**src/mips_config.svh**
```systemverilog
//*********************************************************************
// global sizing for the MIPS core
// word width covers both data and byte addresses
// register count must stay a power of two, index width derives from it
// reset PC must be word aligned
//*********************************************************************
`ifndef MIPS_CONFIG_SVH
`define MIPS_CONFIG_SVH

`define MIPS_WORD_W    32    // data and address bits
`define MIPS_REG_CNT   32    // architectural registers
`define MIPS_PC_RESET  32'h0 // first fetch address

`endif

```
**src/mips_pkg.sv**
```systemverilog
//*********************************************************************
// types shared by the MIPS core
// only the kept subset of opcodes and functs is listed
// halt is the all ones word, opcode 6'h3f
//*********************************************************************
`include "mips_config.svh"

package mips_pkg;

   typedef logic [`MIPS_WORD_W-1:0] word_t;
   typedef logic [$clog2(`MIPS_REG_CNT)-1:0] regbits_t;

   typedef enum logic [5:0]
   {
      RTYPE = 6'h00,
      BEQ   = 6'h04,
      BNE   = 6'h05,
      ADDIU = 6'h09,
      ANDI  = 6'h0c,
      ORI   = 6'h0d,
      LUI   = 6'h0f,
      LW    = 6'h23,
      SW    = 6'h2b,
      HALT  = 6'h3f
   } opcode_t;

   typedef enum logic [5:0]
   {
      SLL  = 6'h00,
      ADDU = 6'h21,
      SUBU = 6'h23,
      AND  = 6'h24,
      OR   = 6'h25,
      SLT  = 6'h2a
   } funct_t;

   typedef enum logic [2:0]
   {
      ALU_ADD = 3'd0,
      ALU_SUB = 3'd1,
      ALU_AND = 3'd2,
      ALU_OR  = 3'd3,
      ALU_SLT = 3'd4, // signed compare
      ALU_SLL = 3'd5  // also serves lui
   } aluop_t;

   // one instruction word, two field layouts
   typedef union packed
   {
      struct packed
      {
         opcode_t    opcode;
         regbits_t   rs;
         regbits_t   rt;
         regbits_t   rd;
         logic [4:0] shamt;
         funct_t     funct;
      } r;
      struct packed
      {
         opcode_t     opcode;
         regbits_t    rs;
         regbits_t    rt;
         logic [15:0] imm;
      } i;
   } instr_u;

endpackage

```
**src/mips_decode.sv**
```systemverilog
//*********************************************************************
// fetch and decode stages
// imem_addr carries the next PC, the ROM answers one edge later
// branches are predicted not taken, execute redirects on a taken one
// fetch stops for good once a halt leaves decode
//*********************************************************************
`include "mips_config.svh"

module mips_decode
(
   input  logic               CLK,
   input  logic               nRST,
   output mips_pkg::word_t    imem_addr,
   input  mips_pkg::word_t    imem_data,
   input  logic               branch_taken,
   input  mips_pkg::word_t    branch_target,
   input  logic               mem_stall,
   input  logic               ex_load,
   input  mips_pkg::regbits_t ex_rt,
   output mips_pkg::regbits_t rsel1,
   output mips_pkg::regbits_t rsel2,
   input  mips_pkg::word_t    rdat1,
   input  mips_pkg::word_t    rdat2,
   output logic               id_valid,
   output mips_pkg::instr_u   id_instr,
   output mips_pkg::word_t    id_pc4,
   output mips_pkg::aluop_t   id_aluop,
   output logic               id_load,
   output logic               id_store,
   output logic               id_regwrite,
   output logic               id_alusrc,
   output logic               id_extop,
   output logic               id_branch,
   output logic               id_bne,
   output logic               id_halt,
   output mips_pkg::word_t    id_rdat1,
   output mips_pkg::word_t    id_rdat2
);
   import mips_pkg::*;

   word_t  pc;          // address of the word now on imem_data
   word_t  pc_next;
   logic   started;     // low for the first cycle out of reset
   logic   fetch_stop;
   logic   f_valid;
   logic   if_valid;
   instr_u if_instr;
   word_t  if_pc4;
   logic   uses_rs, uses_rt;
   logic   lu_stall;
   logic   hold;
   logic   halt_go;

   assign f_valid  = started & ~fetch_stop;
   assign hold     = mem_stall | lu_stall;
   assign halt_go  = if_valid & id_halt & ~branch_taken; // flushed halts don't count
   assign imem_addr = pc_next;

   always_comb
   begin
      if (mem_stall)
         pc_next = pc;                 // re-read, ROM data stays put
      else if (branch_taken)
         pc_next = branch_target;
      else if (lu_stall || !f_valid)
         pc_next = pc;
      else
         pc_next = pc + 32'd4;
   end

   always_ff @(posedge CLK, negedge nRST)
   begin
      if (!nRST)
      begin
         pc         <= `MIPS_PC_RESET;
         started    <= 1'b0;
         fetch_stop <= 1'b0;
         if_valid   <= 1'b0;
      end
      else
      begin
         pc      <= pc_next;
         started <= 1'b1;
         if (!hold)
         begin
            fetch_stop <= fetch_stop | halt_go;
            if_valid   <= f_valid & ~branch_taken & ~halt_go; // kill the younger word
         end
      end
   end

   // IF/ID payload
   always_ff @(posedge CLK)
   begin
      if (!hold)
      begin
         if_instr <= imem_data;
         if_pc4   <= pc + 32'd4;
      end
   end

   // control decode
   always_comb
   begin
      id_aluop    = ALU_ADD;
      id_load     = 1'b0;
      id_store    = 1'b0;
      id_regwrite = 1'b0;
      id_alusrc   = 1'b0;
      id_extop    = 1'b0;
      id_branch   = 1'b0;
      id_bne      = 1'b0;
      id_halt     = 1'b0;
      case (if_instr.r.opcode)
         RTYPE:
         begin
            id_regwrite = 1'b1;
            case (if_instr.r.funct)
               ADDU:    id_aluop = ALU_ADD;
               SUBU:    id_aluop = ALU_SUB;
               AND:     id_aluop = ALU_AND;
               OR:      id_aluop = ALU_OR;
               SLT:     id_aluop = ALU_SLT;
               SLL:     id_aluop = ALU_SLL;
               default: id_regwrite = 1'b0; // unsupported funct, no write
            endcase
         end
         ADDIU: {id_regwrite, id_alusrc, id_extop} = 3'b111;
         ANDI:
         begin
            {id_regwrite, id_alusrc} = 2'b11;
            id_aluop = ALU_AND;
         end
         ORI:
         begin
            {id_regwrite, id_alusrc} = 2'b11;
            id_aluop = ALU_OR;
         end
         LUI:
         begin
            {id_regwrite, id_alusrc} = 2'b11; // zero-extended imm shifted by 16
            id_aluop = ALU_SLL;
         end
         LW:      {id_load, id_regwrite, id_alusrc, id_extop} = 4'b1111;
         SW:      {id_store, id_alusrc, id_extop} = 3'b111;
         BEQ:     id_branch = 1'b1;
         BNE:     {id_branch, id_bne} = 2'b11;
         HALT:    id_halt = 1'b1;
         default: ;
      endcase
   end

   // which source fields are real reads
   assign uses_rs = (if_instr.i.opcode != LUI) && (if_instr.i.opcode != HALT);
   assign uses_rt = (if_instr.r.opcode == RTYPE) || id_store || id_branch;

   // load in execute feeding this instruction, one bubble
   assign lu_stall = if_valid & ex_load &
                     ((uses_rs && if_instr.r.rs == ex_rt) || (uses_rt && if_instr.r.rt == ex_rt));

   assign rsel1    = if_instr.r.rs;
   assign rsel2    = if_instr.r.rt;
   assign id_valid = if_valid & ~lu_stall;
   assign id_instr = if_instr;
   assign id_pc4   = if_pc4;
   assign id_rdat1 = rdat1;
   assign id_rdat2 = rdat2;

endmodule

```
**src/mips_regfile.sv**
```systemverilog
//*********************************************************************
// register file, two read ports and one write port
// register zero reads zero and ignores writes
// a write is visible on the read ports in the same cycle
//*********************************************************************
`include "mips_config.svh"

module mips_regfile
(
   input  logic               CLK,
   input  logic               nRST,
   input  mips_pkg::regbits_t rsel1,
   input  mips_pkg::regbits_t rsel2,
   output mips_pkg::word_t    rdat1,
   output mips_pkg::word_t    rdat2,
   input  logic               wen,
   input  mips_pkg::regbits_t wsel,
   input  mips_pkg::word_t    wdat
);
   import mips_pkg::*;

   word_t regs [`MIPS_REG_CNT];

   // zero register, then write bypass, then the array
   function automatic word_t rd_port(input regbits_t sel);
      if (sel == '0)
         return '0;
      if (wen && wsel == sel)
         return wdat;
      return regs[sel];
   endfunction

   always_ff @(posedge CLK, negedge nRST)
   begin
      if (!nRST)
      begin
         for (int i = 0; i < `MIPS_REG_CNT; i++)
            regs[i] <= '0;
      end
      else if (wen && wsel != '0)
         regs[wsel] <= wdat;
   end

   always_comb rdat1 = rd_port(rsel1);
   always_comb rdat2 = rd_port(rsel2);

endmodule

```
**src/mips_execute.sv**
```systemverilog
//*********************************************************************
// execute stage: ID/EX register, forwarding, ALU, branch resolve
// forwarding order is memory stage first, then writeback
// loads are never forwarded from memory, decode stalls for those
// operands refresh from forwarding while memory stalls
//*********************************************************************
module mips_execute
(
   input  logic               CLK,
   input  logic               nRST,
   input  logic               id_valid,
   input  mips_pkg::instr_u   id_instr,
   input  mips_pkg::word_t    id_pc4,
   input  mips_pkg::aluop_t   id_aluop,
   input  logic               id_load,
   input  logic               id_store,
   input  logic               id_regwrite,
   input  logic               id_alusrc,
   input  logic               id_extop,
   input  logic               id_branch,
   input  logic               id_bne,
   input  logic               id_halt,
   input  mips_pkg::word_t    id_rdat1,
   input  mips_pkg::word_t    id_rdat2,
   input  logic               mem_stall,
   input  logic               mem_fwd_valid,
   input  mips_pkg::regbits_t mem_fwd_reg,
   input  mips_pkg::word_t    mem_fwd_data,
   input  logic               wb_valid,
   input  mips_pkg::regbits_t wb_reg,
   input  mips_pkg::word_t    wb_data,
   output logic               ex_load,
   output mips_pkg::regbits_t ex_rt,
   output logic               branch_taken,
   output mips_pkg::word_t    branch_target,
   output logic               ex_valid,
   output mips_pkg::word_t    ex_result,
   output mips_pkg::word_t    ex_store_data,
   output mips_pkg::regbits_t ex_dest,
   output logic               ex_store,
   output logic               ex_regwrite,
   output logic               ex_halt
);
   import mips_pkg::*;

   logic       q_load, q_branch, q_bne, q_alusrc, q_extop;
   instr_u     q_instr;
   word_t      q_pc4;
   aluop_t     q_aluop;
   word_t      a_q, b_q;      // operand values as read or refreshed
   word_t      fwd_a, fwd_b;
   word_t      imm_sx, imm_ext, opb;
   logic [4:0] shamt;

   function automatic word_t fwd(input regbits_t src, input word_t rf_val);
      if (mem_fwd_valid && mem_fwd_reg == src)
         return mem_fwd_data;
      if (wb_valid && wb_reg == src)
         return wb_data;
      return rf_val;
   endfunction

   always_ff @(posedge CLK, negedge nRST)
   begin
      if (!nRST)
      begin
         ex_valid    <= 1'b0;
         q_load      <= 1'b0;
         ex_store    <= 1'b0;
         ex_regwrite <= 1'b0;
         q_branch    <= 1'b0;
         ex_halt     <= 1'b0;
      end
      else if (!mem_stall)
      begin
         ex_valid    <= id_valid & ~branch_taken; // taken branch squashes decode
         q_load      <= id_load;
         ex_store    <= id_store;
         ex_regwrite <= id_regwrite;
         q_branch    <= id_branch;
         ex_halt     <= id_halt;
      end
   end

   // ID/EX payload
   always_ff @(posedge CLK)
   begin
      if (mem_stall)
      begin
         a_q <= fwd_a; // keep a WB value that is about to leave
         b_q <= fwd_b;
      end
      else
      begin
         a_q      <= id_rdat1;
         b_q      <= id_rdat2;
         q_instr  <= id_instr;
         q_pc4    <= id_pc4;
         q_aluop  <= id_aluop;
         q_bne    <= id_bne;
         q_alusrc <= id_alusrc;
         q_extop  <= id_extop;
      end
   end

   always_comb fwd_a = fwd(q_instr.r.rs, a_q);
   always_comb fwd_b = fwd(q_instr.r.rt, b_q);

   assign imm_sx  = {{16{q_instr.i.imm[15]}}, q_instr.i.imm};
   assign imm_ext = q_extop ? imm_sx : {16'b0, q_instr.i.imm};
   assign opb     = q_alusrc ? imm_ext : fwd_b;
   assign shamt   = (q_instr.i.opcode == LUI) ? 5'd16 : q_instr.r.shamt; // lui = imm << 16

   always_comb
   begin
      case (q_aluop)
         ALU_ADD: ex_result = fwd_a + opb;
         ALU_SUB: ex_result = fwd_a - opb;
         ALU_AND: ex_result = fwd_a & opb;
         ALU_OR:  ex_result = fwd_a | opb;
         ALU_SLT: ex_result = word_t'($signed(fwd_a) < $signed(opb));
         ALU_SLL: ex_result = opb << shamt;
         default: ex_result = '0;
      endcase
   end

   // beq on equal, bne on not equal
   assign branch_taken  = ex_valid & q_branch & ((fwd_a == fwd_b) ^ q_bne);
   assign branch_target = q_pc4 + {imm_sx[29:0], 2'b00};

   assign ex_dest       = (q_instr.r.opcode == RTYPE) ? q_instr.r.rd : q_instr.i.rt;
   assign ex_store_data = fwd_b;
   assign ex_load       = ex_valid & q_load;
   assign ex_rt         = q_instr.i.rt;

endmodule

```
**src/mips_mem_access.sv**
```systemverilog
//*********************************************************************
// memory stage: EX/MEM register and APB master for lw and sw
// every access takes a setup cycle, then access cycles until pready
// the pipeline from PC to EX/MEM holds while mem_stall is high
//*********************************************************************
module mips_mem_access
(
   input  logic               CLK,
   input  logic               nRST,
   input  logic               ex_valid,
   input  logic               ex_load,
   input  logic               ex_store,
   input  logic               ex_regwrite,
   input  logic               ex_halt,
   input  mips_pkg::word_t    ex_result,
   input  mips_pkg::word_t    ex_store_data,
   input  mips_pkg::regbits_t ex_dest,
   output logic               psel,
   output logic               penable,
   output logic               pwrite,
   output mips_pkg::word_t    paddr,
   output mips_pkg::word_t    pwdata,
   input  mips_pkg::word_t    prdata,
   input  logic               pready,
   output logic               mem_stall,
   output logic               mem_fwd_valid,
   output mips_pkg::regbits_t mem_fwd_reg,
   output mips_pkg::word_t    mem_fwd_data,
   output logic               m_valid,
   output logic               m_regwrite,
   output mips_pkg::regbits_t m_dest,
   output mips_pkg::word_t    m_data,
   output logic               m_halt
);
   import mips_pkg::*;

   logic  q_load, q_store;
   word_t q_result, q_sdata;
   logic  access;   // low is idle or setup, high is access phase
   logic  mem_op;

   always_ff @(posedge CLK, negedge nRST)
   begin
      if (!nRST)
      begin
         m_valid    <= 1'b0;
         q_load     <= 1'b0;
         q_store    <= 1'b0;
         m_regwrite <= 1'b0;
         m_halt     <= 1'b0;
         access     <= 1'b0;
      end
      else
      begin
         if (!mem_stall)
         begin
            m_valid    <= ex_valid;
            q_load     <= ex_load;
            q_store    <= ex_store;
            m_regwrite <= ex_regwrite;
            m_halt     <= ex_halt;
         end
         if (!access)
            access <= mem_op;     // setup -> access
         else if (pready)
            access <= 1'b0;       // done, next op starts with setup again
      end
   end

   always_ff @(posedge CLK)
   begin
      if (!mem_stall)
      begin
         q_result <= ex_result;
         q_sdata  <= ex_store_data;
         m_dest   <= ex_dest;
      end
   end

   assign mem_op    = m_valid & (q_load | q_store);
   assign mem_stall = mem_op & ~(access & pready);

   // address, direction and data held by the stall
   assign psel    = mem_op;
   assign penable = access;
   assign pwrite  = q_store;
   assign paddr   = q_result;
   assign pwdata  = q_sdata;

   assign m_data = q_load ? prdata : q_result;

   // ALU results only, load data arrives too late
   assign mem_fwd_valid = m_valid & m_regwrite & ~q_load & (m_dest != '0);
   assign mem_fwd_reg   = m_dest;
   assign mem_fwd_data  = q_result;

endmodule

```
**src/mips_result.sv**
```systemverilog
//*********************************************************************
// writeback stage: MEM/WB register and commit port
// a bubble enters while memory stalls, so each commit shows once
// halted is sticky until reset
//*********************************************************************
module mips_result
(
   input  logic               CLK,
   input  logic               nRST,
   input  logic               m_valid,
   input  logic               m_regwrite,
   input  mips_pkg::regbits_t m_dest,
   input  mips_pkg::word_t    m_data,
   input  logic               m_halt,
   input  logic               mem_stall,
   output logic               wb_valid,
   output mips_pkg::regbits_t wb_reg,
   output mips_pkg::word_t    wb_data,
   output logic               halted
);
   import mips_pkg::*;

   logic w_write; // valid and writing

   always_ff @(posedge CLK, negedge nRST)
   begin
      if (!nRST)
      begin
         w_write <= 1'b0;
         halted  <= 1'b0;
      end
      else
      begin
         w_write <= m_valid & m_regwrite & ~mem_stall;
         halted  <= halted | (m_valid & m_halt & ~mem_stall); // halt now in writeback
      end
   end

   always_ff @(posedge CLK)
   begin
      wb_reg  <= m_dest;
      wb_data <= m_data;
   end

   assign wb_valid = w_write & (wb_reg != '0); // $zero never commits

endmodule

```
**src/mips_core.sv**
```systemverilog
//*********************************************************************
// pipelined MIPS subset core, top level
// instruction ROM with one cycle read latency on imem_*
// data memory on an APB master port, any number of wait states
// one commit per register write on wb_*
//*********************************************************************
module mips_core
(
   input  logic               CLK,
   input  logic               nRST,
   output mips_pkg::word_t    imem_addr,
   input  mips_pkg::word_t    imem_data,
   output logic               psel,
   output logic               penable,
   output logic               pwrite,
   output mips_pkg::word_t    paddr,
   output mips_pkg::word_t    pwdata,
   input  mips_pkg::word_t    prdata,
   input  logic               pready,
   output logic               wb_valid,
   output mips_pkg::regbits_t wb_reg,
   output mips_pkg::word_t    wb_data,
   output logic               halted
);
   import mips_pkg::*;

   regbits_t rsel1, rsel2, ex_rt, ex_dest, mem_fwd_reg, m_dest;
   word_t    rdat1, rdat2, id_rdat1, id_rdat2, id_pc4, branch_target;
   word_t    ex_result, ex_store_data, mem_fwd_data, m_data;
   instr_u   id_instr;
   aluop_t   id_aluop;
   logic     id_valid, id_load, id_store, id_regwrite, id_alusrc, id_extop;
   logic     id_branch, id_bne, id_halt;
   logic     branch_taken, mem_stall, ex_load, ex_valid, ex_store, ex_regwrite, ex_halt;
   logic     mem_fwd_valid, m_valid, m_regwrite, m_halt;

   mips_decode i_decode
   (
      .CLK, .nRST, .imem_addr, .imem_data, .branch_taken, .branch_target,
      .mem_stall, .ex_load, .ex_rt, .rsel1, .rsel2, .rdat1, .rdat2,
      .id_valid, .id_instr, .id_pc4, .id_aluop, .id_load, .id_store,
      .id_regwrite, .id_alusrc, .id_extop, .id_branch, .id_bne, .id_halt,
      .id_rdat1, .id_rdat2
   );

   // writeback port doubles as the write port
   mips_regfile i_regfile
   (
      .CLK, .nRST, .rsel1, .rsel2, .rdat1, .rdat2,
      .wen(wb_valid), .wsel(wb_reg), .wdat(wb_data)
   );

   mips_execute i_execute
   (
      .CLK, .nRST, .id_valid, .id_instr, .id_pc4, .id_aluop, .id_load,
      .id_store, .id_regwrite, .id_alusrc, .id_extop, .id_branch, .id_bne,
      .id_halt, .id_rdat1, .id_rdat2, .mem_stall, .mem_fwd_valid,
      .mem_fwd_reg, .mem_fwd_data, .wb_valid, .wb_reg, .wb_data, .ex_load,
      .ex_rt, .branch_taken, .branch_target, .ex_valid, .ex_result,
      .ex_store_data, .ex_dest, .ex_store, .ex_regwrite, .ex_halt
   );

   mips_mem_access i_mem_access
   (
      .CLK, .nRST, .ex_valid, .ex_load, .ex_store, .ex_regwrite, .ex_halt,
      .ex_result, .ex_store_data, .ex_dest, .psel, .penable, .pwrite, .paddr,
      .pwdata, .prdata, .pready, .mem_stall, .mem_fwd_valid, .mem_fwd_reg,
      .mem_fwd_data, .m_valid, .m_regwrite, .m_dest, .m_data, .m_halt
   );

   mips_result i_result
   (
      .CLK, .nRST, .m_valid, .m_regwrite, .m_dest, .m_data, .m_halt,
      .mem_stall, .wb_valid, .wb_reg, .wb_data, .halted
   );

endmodule

```
**config.mk**
```make
export PLATFORM = sky130hd
export DESIGN_NAME = mips_core
export DESIGN_NICKNAME = d
export VERILOG_FILES = /design/src/mips_pkg.sv /design/src/mips_decode.sv /design/src/mips_regfile.sv /design/src/mips_execute.sv /design/src/mips_mem_access.sv /design/src/mips_result.sv /design/src/mips_core.sv
export VERILOG_INCLUDE_DIRS = /design/src
export SDC_FILE = /design/constraint.sdc
export NUM_CORES = 2
export LEC_CHECK = 0
export BUFFER_PORTS_ARGS = -buffer_cell sky130_fd_sc_hd__buf_2
export CAP_MARGIN = 40
export CORE_ASPECT_RATIO = 0.75
export CORE_MARGIN = 2
export CORE_UTILIZATION = 35
export CTS_BUF_LIST = sky130_fd_sc_hd__clkbuf_4 sky130_fd_sc_hd__clkbuf_8 sky130_fd_sc_hd__clkbuf_16
export DETAILED_ROUTE_END_ITERATION = 7
export GPL_TIMING_DRIVEN = 0
export PLACE_DENSITY_LB_ADDON = 0.2
export SLEW_MARGIN = 20
export SYNTH_ARGS = -nofsm -noshare
export SYNTH_HDL_FRONTEND = slang
export SYNTH_HIERARCHICAL = 1
export SYNTH_SLANG_ARGS = --single-unit
```
**constraint.sdc**
```tcl
create_clock -name CLK -period 6.27 [get_ports CLK]
set_clock_uncertainty 0.05 [all_clocks]
set_input_delay 0.9405 -clock CLK [delete_from_list [all_inputs] [get_ports CLK]]
set_output_delay 0.9405 -clock CLK [all_outputs]
set_load 0.05 [all_outputs]
```
Word-level counts from Yosys, hierarchy flattened
Index checks and enable logic that the tools add are counted.
Word-level totals
  bits in registers: 1377
  RAM bits: 0
  memories: 0
  ROM bits: 0
  output and inout port bits: 138
  bits in latches: 0
  word-level logic and storage cells: 235
Operators by class
  bitwise logic cells: 39
  $mul: 0
  reductions and logical operators: 29
  multiplexer cells: 61
  shift-type cells: 1
  add/subtract/negate cells: 4
  $lt $le $gt $ge: 5
  div/mod/pow operators: 0
  equal/unequal tests: 31
Operators by type and width (number)
  $bwmux 1024: 1
  $mux 32: 29
  $bmux 32 s5: 2
  $pmux 32 s6: 1
  $demux 32 s5: 1
  $add 32x32->32: 2
  $eq 6x6->1 const B: 8
  $eq 5x5->1: 8
  $add 32x3->32 const B: 1
  $and 32x32->32: 1
  $eq 32x32->1: 1
  $lt 32x32->1: 1
  $or 32x32->32: 1
  $shl 32x5->32: 1
  $sub 32x32->32: 1
  $eq 6x4->1 const B: 5
  $and 1x1->1: 22
  $mux 1: 22
  $ge 6x6->1 const B: 3
  $logic_not 6->1: 3
  $not 5->6: 3
  $pmux 3 s5: 1
  $eq 6x3->1 const B: 2
  $pmux 3 s4: 1
  21 further kinds: 49

Depth between registers and ports, before layout
  word-level depth: 15
  depth in mapped cells: 24
  gate-level depth less buffers: 21

Modules after synthesis
Netlist, hierarchy kept.
Modules (own cells, without submodules)
  mips_regfile: times used 1, area an instance 55988.7 um2, cells each 3920
  mips_execute: times used 1, area an instance 15208.3 um2, cells each 1849
  mips_decode: times used 1, area an instance 5225.0 um2, cells each 461
  mips_mem_access: times used 1, area an instance 3014.1 um2, cells each 163
  mips_result: times used 1, area an instance 824.5 um2, cells each 44

Worst setup path before layout
OpenSTA, ideal clock, no wires.
  path kind: flip-flop to output port
  start: register i_result.wb_reg[3]
  end: output imem_addr[15]
  path slack: -0.672 ns
  stages on the path, launching flop included: 21
  data arrival time: 5.952 ns
  path buffers: 6
  path through: dfxtp_1 or4_1 o21a_1 buf_2 and2_1 buf_6 buf_6 clkbuf_1 nand3_1 a31o_2 xnor2_1 nor4_1 nand4_1 nor4_2 xnor2_1 nor2_1 nor2b_1 clkbuf_1 clkbuf_1 a311oi_1 a311oi_1
On the way
  word-level cells in the longest chain between the ends: 12
  elaborated cells between the ends (all ways): 21
  classes of those cells: eq/ne (3); mux (12); bitwise (3); reduce/logical (3)
Ends and longest elaborated chain
  from (decl): RTL line mips_result.sv:17  | output mips_pkg::regbits_t wb_reg,
  from (signal assigned): RTL line mips_result.sv:41  | wb_reg <= m_dest;
  $reduce_bool 5->1 *: RTL line mips_result.sv:45  | assign wb_valid = w_write & (wb_reg != '0);
  $and 1x1->1 *: RTL line mips_result.sv:45
  net wb_valid: RTL line mips_core.sv:20  | output logic wb_valid,
  $logic_and 1x1->1: RTL line mips_execute.sv:58  | if (wb_valid && wb_reg == src)
  $mux 1 (2 in a row): RTL line mips_execute.sv:58
  $mux 32: RTL line mips_execute.sv:60  | return rf_val;
  $mux 32: RTL line mips_execute.sv:58
  $eq 32x32->1 *: RTL line mips_execute.sv:128  | assign branch_taken = ex_valid & q_branch & ((fwd_a == fwd_b) ^ q_bne);
  $xor 1x1->1 *: RTL line mips_execute.sv:128
  $and 1x1->1 *: RTL line mips_execute.sv:128
  net branch_taken: RTL line mips_core.sv:34  | logic branch_taken, mem_stall, ex_load, ex_valid, ex_store, ex_regwrite, ex_halt;
  $mux 32 *: RTL line mips_decode.sv:63  | else if (branch_taken)
  $mux 32 *: RTL line mips_decode.sv:61  | if (mem_stall)
  to (decl): RTL line mips_core.sv:11  | output mips_pkg::word_t imem_addr,
The timed path passes the listed nets; every way through them passes the cells marked *. The select of a mux whose other input is x is not followed.

Final worst setup path
  start: register i_execute/q_instr[19] in the netlist's numbering
  end: output imem_addr[15]
On the way
  word-level cells in the longest chain between the ends: 11
  elaborated cells between the ends (all ways): 23
  classes of those cells: eq/ne (5); mux (9); bitwise (3); reduce/logical (6)
Ends and longest elaborated chain
  from (decl): RTL line mips_execute.sv:47  | instr_u q_instr;
  from (signal assigned): RTL line mips_execute.sv:97  | q_instr <= id_instr;
  $eq 5x5->1: RTL line mips_execute.sv:58
  $logic_and 1x1->1: RTL line mips_execute.sv:58
  $mux 1 (2 in a row): RTL line mips_execute.sv:58
  $mux 32: RTL line mips_execute.sv:60
  $mux 32 *: RTL line mips_execute.sv:58
  $eq 32x32->1 *: RTL line mips_execute.sv:128
  $xor 1x1->1 *: RTL line mips_execute.sv:128
  $and 1x1->1 *: RTL line mips_execute.sv:128
  net branch_taken: RTL line mips_core.sv:34
  $mux 32 *: RTL line mips_decode.sv:63
  $mux 32 *: RTL line mips_decode.sv:61
Marks and branches as above.

==> results.sh <==
export IMPL_outcome="complete, but fails checks"
export IMPL_violations="setup timing"
export IMPL_syn_avg_cell_area_um2=12.47
export IMPL_clock_latency_ns=0.88
export IMPL_slowest_delay_ns=0.66
export IMPL_design_portCount=205
export IMPL_num_vias=66641
export IMPL_peakVddDrop_mv=0.2035
export IMPL_postLayoutCellArea_um2=95360
export IMPL_ant_nets=0
export IMPL_worst_pin_slew_ns=1.082
export IMPL_portBuffers=204
export IMPL_drc=0
export IMPL_dpl_instance_area_um2=87290
export IMPL_crit_type="flip-flop to primary output"
export IMPL_crit_path_max_fanout=10
export IMPL_cts_max_level=4
export IMPL_instances_no_fill=10280
export IMPL_post_place_ws_ns=-2.134
export IMPL_hold_depth=1
export IMPL_setup_slack_ns=-0.7112
export IMPL_arrival_ns=5.99
export IMPL_fin_crit_ns=6.981
export IMPL_cp_required_ns=5.28
export IMPL_die_y_um=418.7
export IMPL_viasPerCell=6.483
export IMPL_wl_per_cell_um=41.19
export IMPL_finalHoldViolCount=0
export IMPL_dp_cells=9862
export IMPL_syn_inst=6437
export IMPL_cp_top_family="simple AND/OR/NAND/NOR gates"
export IMPL_dieArea_um2=233200
export IMPL_grt_overflow_total=0
export IMPL_synth_nets=6640
export IMPL_routed_wl_um=423400
export IMPL_r2r_start="i_execute/q_alusrc$_DFFE_PN_"
export IMPL_fill_cells=21585
export IMPL_layout_drive_gt1_share=0.4216
export IMPL_ys_warnings_count=6
export IMPL_fmax_ghz=0.1432
export IMPL_seq_area_frac_synth=0.4357
export IMPL_r2r_end="i_mem_access/mem_fwd_data[31]$_DFFE_PN_"
export IMPL_ys_flop_type="dfrtp_1"
export IMPL_gp_congestion=1.045
export IMPL_p_leak_nw=42.76
export IMPL_cts_buffers=163
export IMPL_endpoint="imem_addr[15]"
export IMPL_synth_edff_count=203
export IMPL_hpwl_um=319600
export IMPL_row_count=152
export IMPL_grt_pass1_vias=62284
export IMPL_largest_reg_flops=1024
export IMPL_slew_violations=0
export IMPL_start_kind="flip-flop"
export IMPL_drt_initial_drc_count=10560
export IMPL_largest_register="i_regfile/regs"
export IMPL_final_setup_tns_ns=-20.15
export IMPL_cts_root_buf="clkbuf_16"
export IMPL_async_flop_share=0.7792
export IMPL_drt_first_pass_iters=6
export IMPL_hold_class="primary input to flip-flop"
export IMPL_fp_dieW_um=557.0
export IMPL_cts_clk_slew_worst_paths_ns=0.06
export IMPL_critPathCaptureType="primary output"
export IMPL_cts_sinks=1377
export IMPL_cp_num_cells=19
export IMPL_grt_max_degree=134
export IMPL_setup_viol_count_final=35
export IMPL_synth_seq_cells=1377
export IMPL_synth_cell_type_count=112
export IMPL_cts_tree="done"
export IMPL_grt_first_pass_wirelength_um=556800
export IMPL_grt_use_total=0.3536
export IMPL_crit_chain="xnor2_1, nand4_1, clkbuf_1, o21ai_0, a31o_4, xnor2_1, nor4_1, nand4_1, nor4_2, buf_4, xnor2_4, nor2_4, nor3_4, nor3b_4, buf_6, buf_12, a311oi_2, buf_4, buf_8"
export IMPL_p_per_area_nw_per_um2=257.5
export IMPL_multi_input_area_um2=42150
export IMPL_finalCritPeriodShare=1.113
export IMPL_postLayoutCoreUtil=0.4175
export IMPL_cts_buffer_depth=4
export IMPL_grt_setup_unrepaired="yes"
export IMPL_rrSetupSlack_ns=-0.17
export IMPL_area_growth_pct=18.81
export IMPL_finalNetCount=7267
export IMPL_syn_area_um2=80260
export IMPL_timing_max_cap_violations=0
export IMPL_max_slew_margin=0.2789
export IMPL_start_util=0.3514
export IMPL_r2r_cells=18
export IMPL_cp_startpoint="i_execute/q_instr[19]$_DFFE_PN_"
export IMPL_seqCellArea_um2=34980
export IMPL_cp_num_buf_inv=6
export IMPL_slowest_stage="clkbuf_1"
export IMPL_grt_antenna_before_repair=46
export IMPL_coreArea_um2=228400
## through the flow
stage | hold WS, ns | power (mW)
global route | 0.2218 | 25.04
detailed placement | 0.3340 | 14.49
floorplan | 0.3125 | 11.97
global placement | 0.3295 | 14.34
finish | 0.2432 | 24.55
CTS | 0.1954 | 24.37
## cells in the final DEF, fill, tap and decap left out, drive strengths merged, types with 25 or more instances in the layout
master	Yosys	routed
a2111oi	32	32
a211oi	63	63
a21oi	162	162
a221o	27	27
a221oi	86	86
a22oi	27	27
a31oi	44	44
a32oi	29	29
buf	414	879
clkbuf	287	515
clkinv	3	34
dfrtp	1073	1073
dfxtp	101	101
edfxtp	203	203
ha	133	133
inv	142	147
mux2	1226	1226
mux2i	286	286
mux4	376	376
nand2	224	224
nand2b	44	44
nand3	54	54
nand4b	25	25
nor2	269	269
nor2b	25	25
nor3	171	171
nor4	43	43
o211ai	27	27
o21ai	179	179
o22ai	120	120
xnor2	116	116
xor2	43	43
## area by class of cell
cell class / count / share of cell area
antenna: 18 / 0.0004723
buffer: 690 / 0.04517
clock buffer: 235 / 0.05069
clock inverter: 48 / 0.005248
inverter: 145 / 0.005734
multi-input combinational: 4214 / 0.4420
sequential: 1377 / 0.3669
tap: 3080 / 0.04041
timing repair buffer: 473 / 0.04343
## power by group
part / switching (mW) / leakage, nW / internal, mW
Combinational: 3.60 / 21.9 / 1.31
Clock: 4.11 / 2.68 / 5.69
Sequential: 0.570 / 18.1 / 9.27
## Yosys cell counts, types with 63 or more instances
master | number | area [µm²]
mux2_2 | 1219 | 13730
dfrtp_1 | 1073 | 26850
mux4_2 | 376 | 8468
mux2i_1 | 286 | 2863
clkbuf_1 | 285 | 1070
nor2_1 | 267 | 1002
nand2_1 | 223 | 837.1
edfxtp_1 | 203 | 6096
nor3_1 | 166 | 830.8
a21oi_1 | 160 | 800.8
o21ai_0 | 157 | 785.8
buf_4 | 152 | 1141
buf_2 | 151 | 755.7
inv_1 | 138 | 518.0
ha_1 | 133 | 1664
o22ai_1 | 119 | 744.5
xnor2_1 | 116 | 1016
dfxtp_1 | 101 | 2022
a221oi_1 | 74 | 648.1
a211oi_1 | 63 | 473.0
## timing repair
| action | 4_1_cts | 5_1_grt |
|---|---|---|
| hold endpoints to repair | 38 | 0 |
| hold buffers | 1 | 0 |
| setup buffers | 82 | 25 |
| gates cloned | 4 | 0 |
| pin swaps | 60 | 39 |
| endpoints found under the setup margin | 92 | 53 |
| resized for setup | 301 | 66 |
## per-layer routing
layer | GRT usage | wire length, µm | vias to the layer above
li1 | - | - | 25588
met1 | 0.5097 | 181600 | 35238
met2 | 0.4425 | 157100 | 4964
met3 | 0.1703 | 65620 | 835
met4 | 0.1377 | 18820 | 16
met5 | 0 | 269 | -
## cell families (layout without fill, tap and decap cells)
family / Yosys count / count (layout) / share of synthesized area
compound gates: 1027 / 1027 / 0.09241
mux: 1888 / 1888 / 0.3135
simple gates: 1003 / 1003 / 0.06278
buf+inv: 846 / 1591 / 0.05678
xor+xnor: 159 / 159 / 0.01735
other cells: 1 / 19 / 0.00004672
fa+ha+maj: 136 / 136 / 0.02148
flops: 1377 / 1377 / 0.4357
## worst min path at each step
| stage | startpoint | end |
|---|---|---|
| after floorplan | i_mem_access/m_dest[4]$_DFFE_PN_ | i_result/wb_reg[4]$_DFF_P_ |
| after global placement | i_mem_access/m_dest[0]$_DFFE_PN_ | i_result/wb_reg[0]$_DFF_P_ |
| after detailed placement | i_mem_access/m_dest[0]$_DFFE_PN_ | i_result/wb_reg[0]$_DFF_P_ |
| after CTS | imem_data[26] | i_decode/id_instr[26]$_DFFE_PN_ |
| after global routing | imem_data[28] | i_decode/id_instr[28]$_DFFE_PN_ |
| final | imem_data[26] | i_decode/id_instr[26]$_DFFE_PN_ |
No activity file was read; power rests on OpenSTA's default activity.
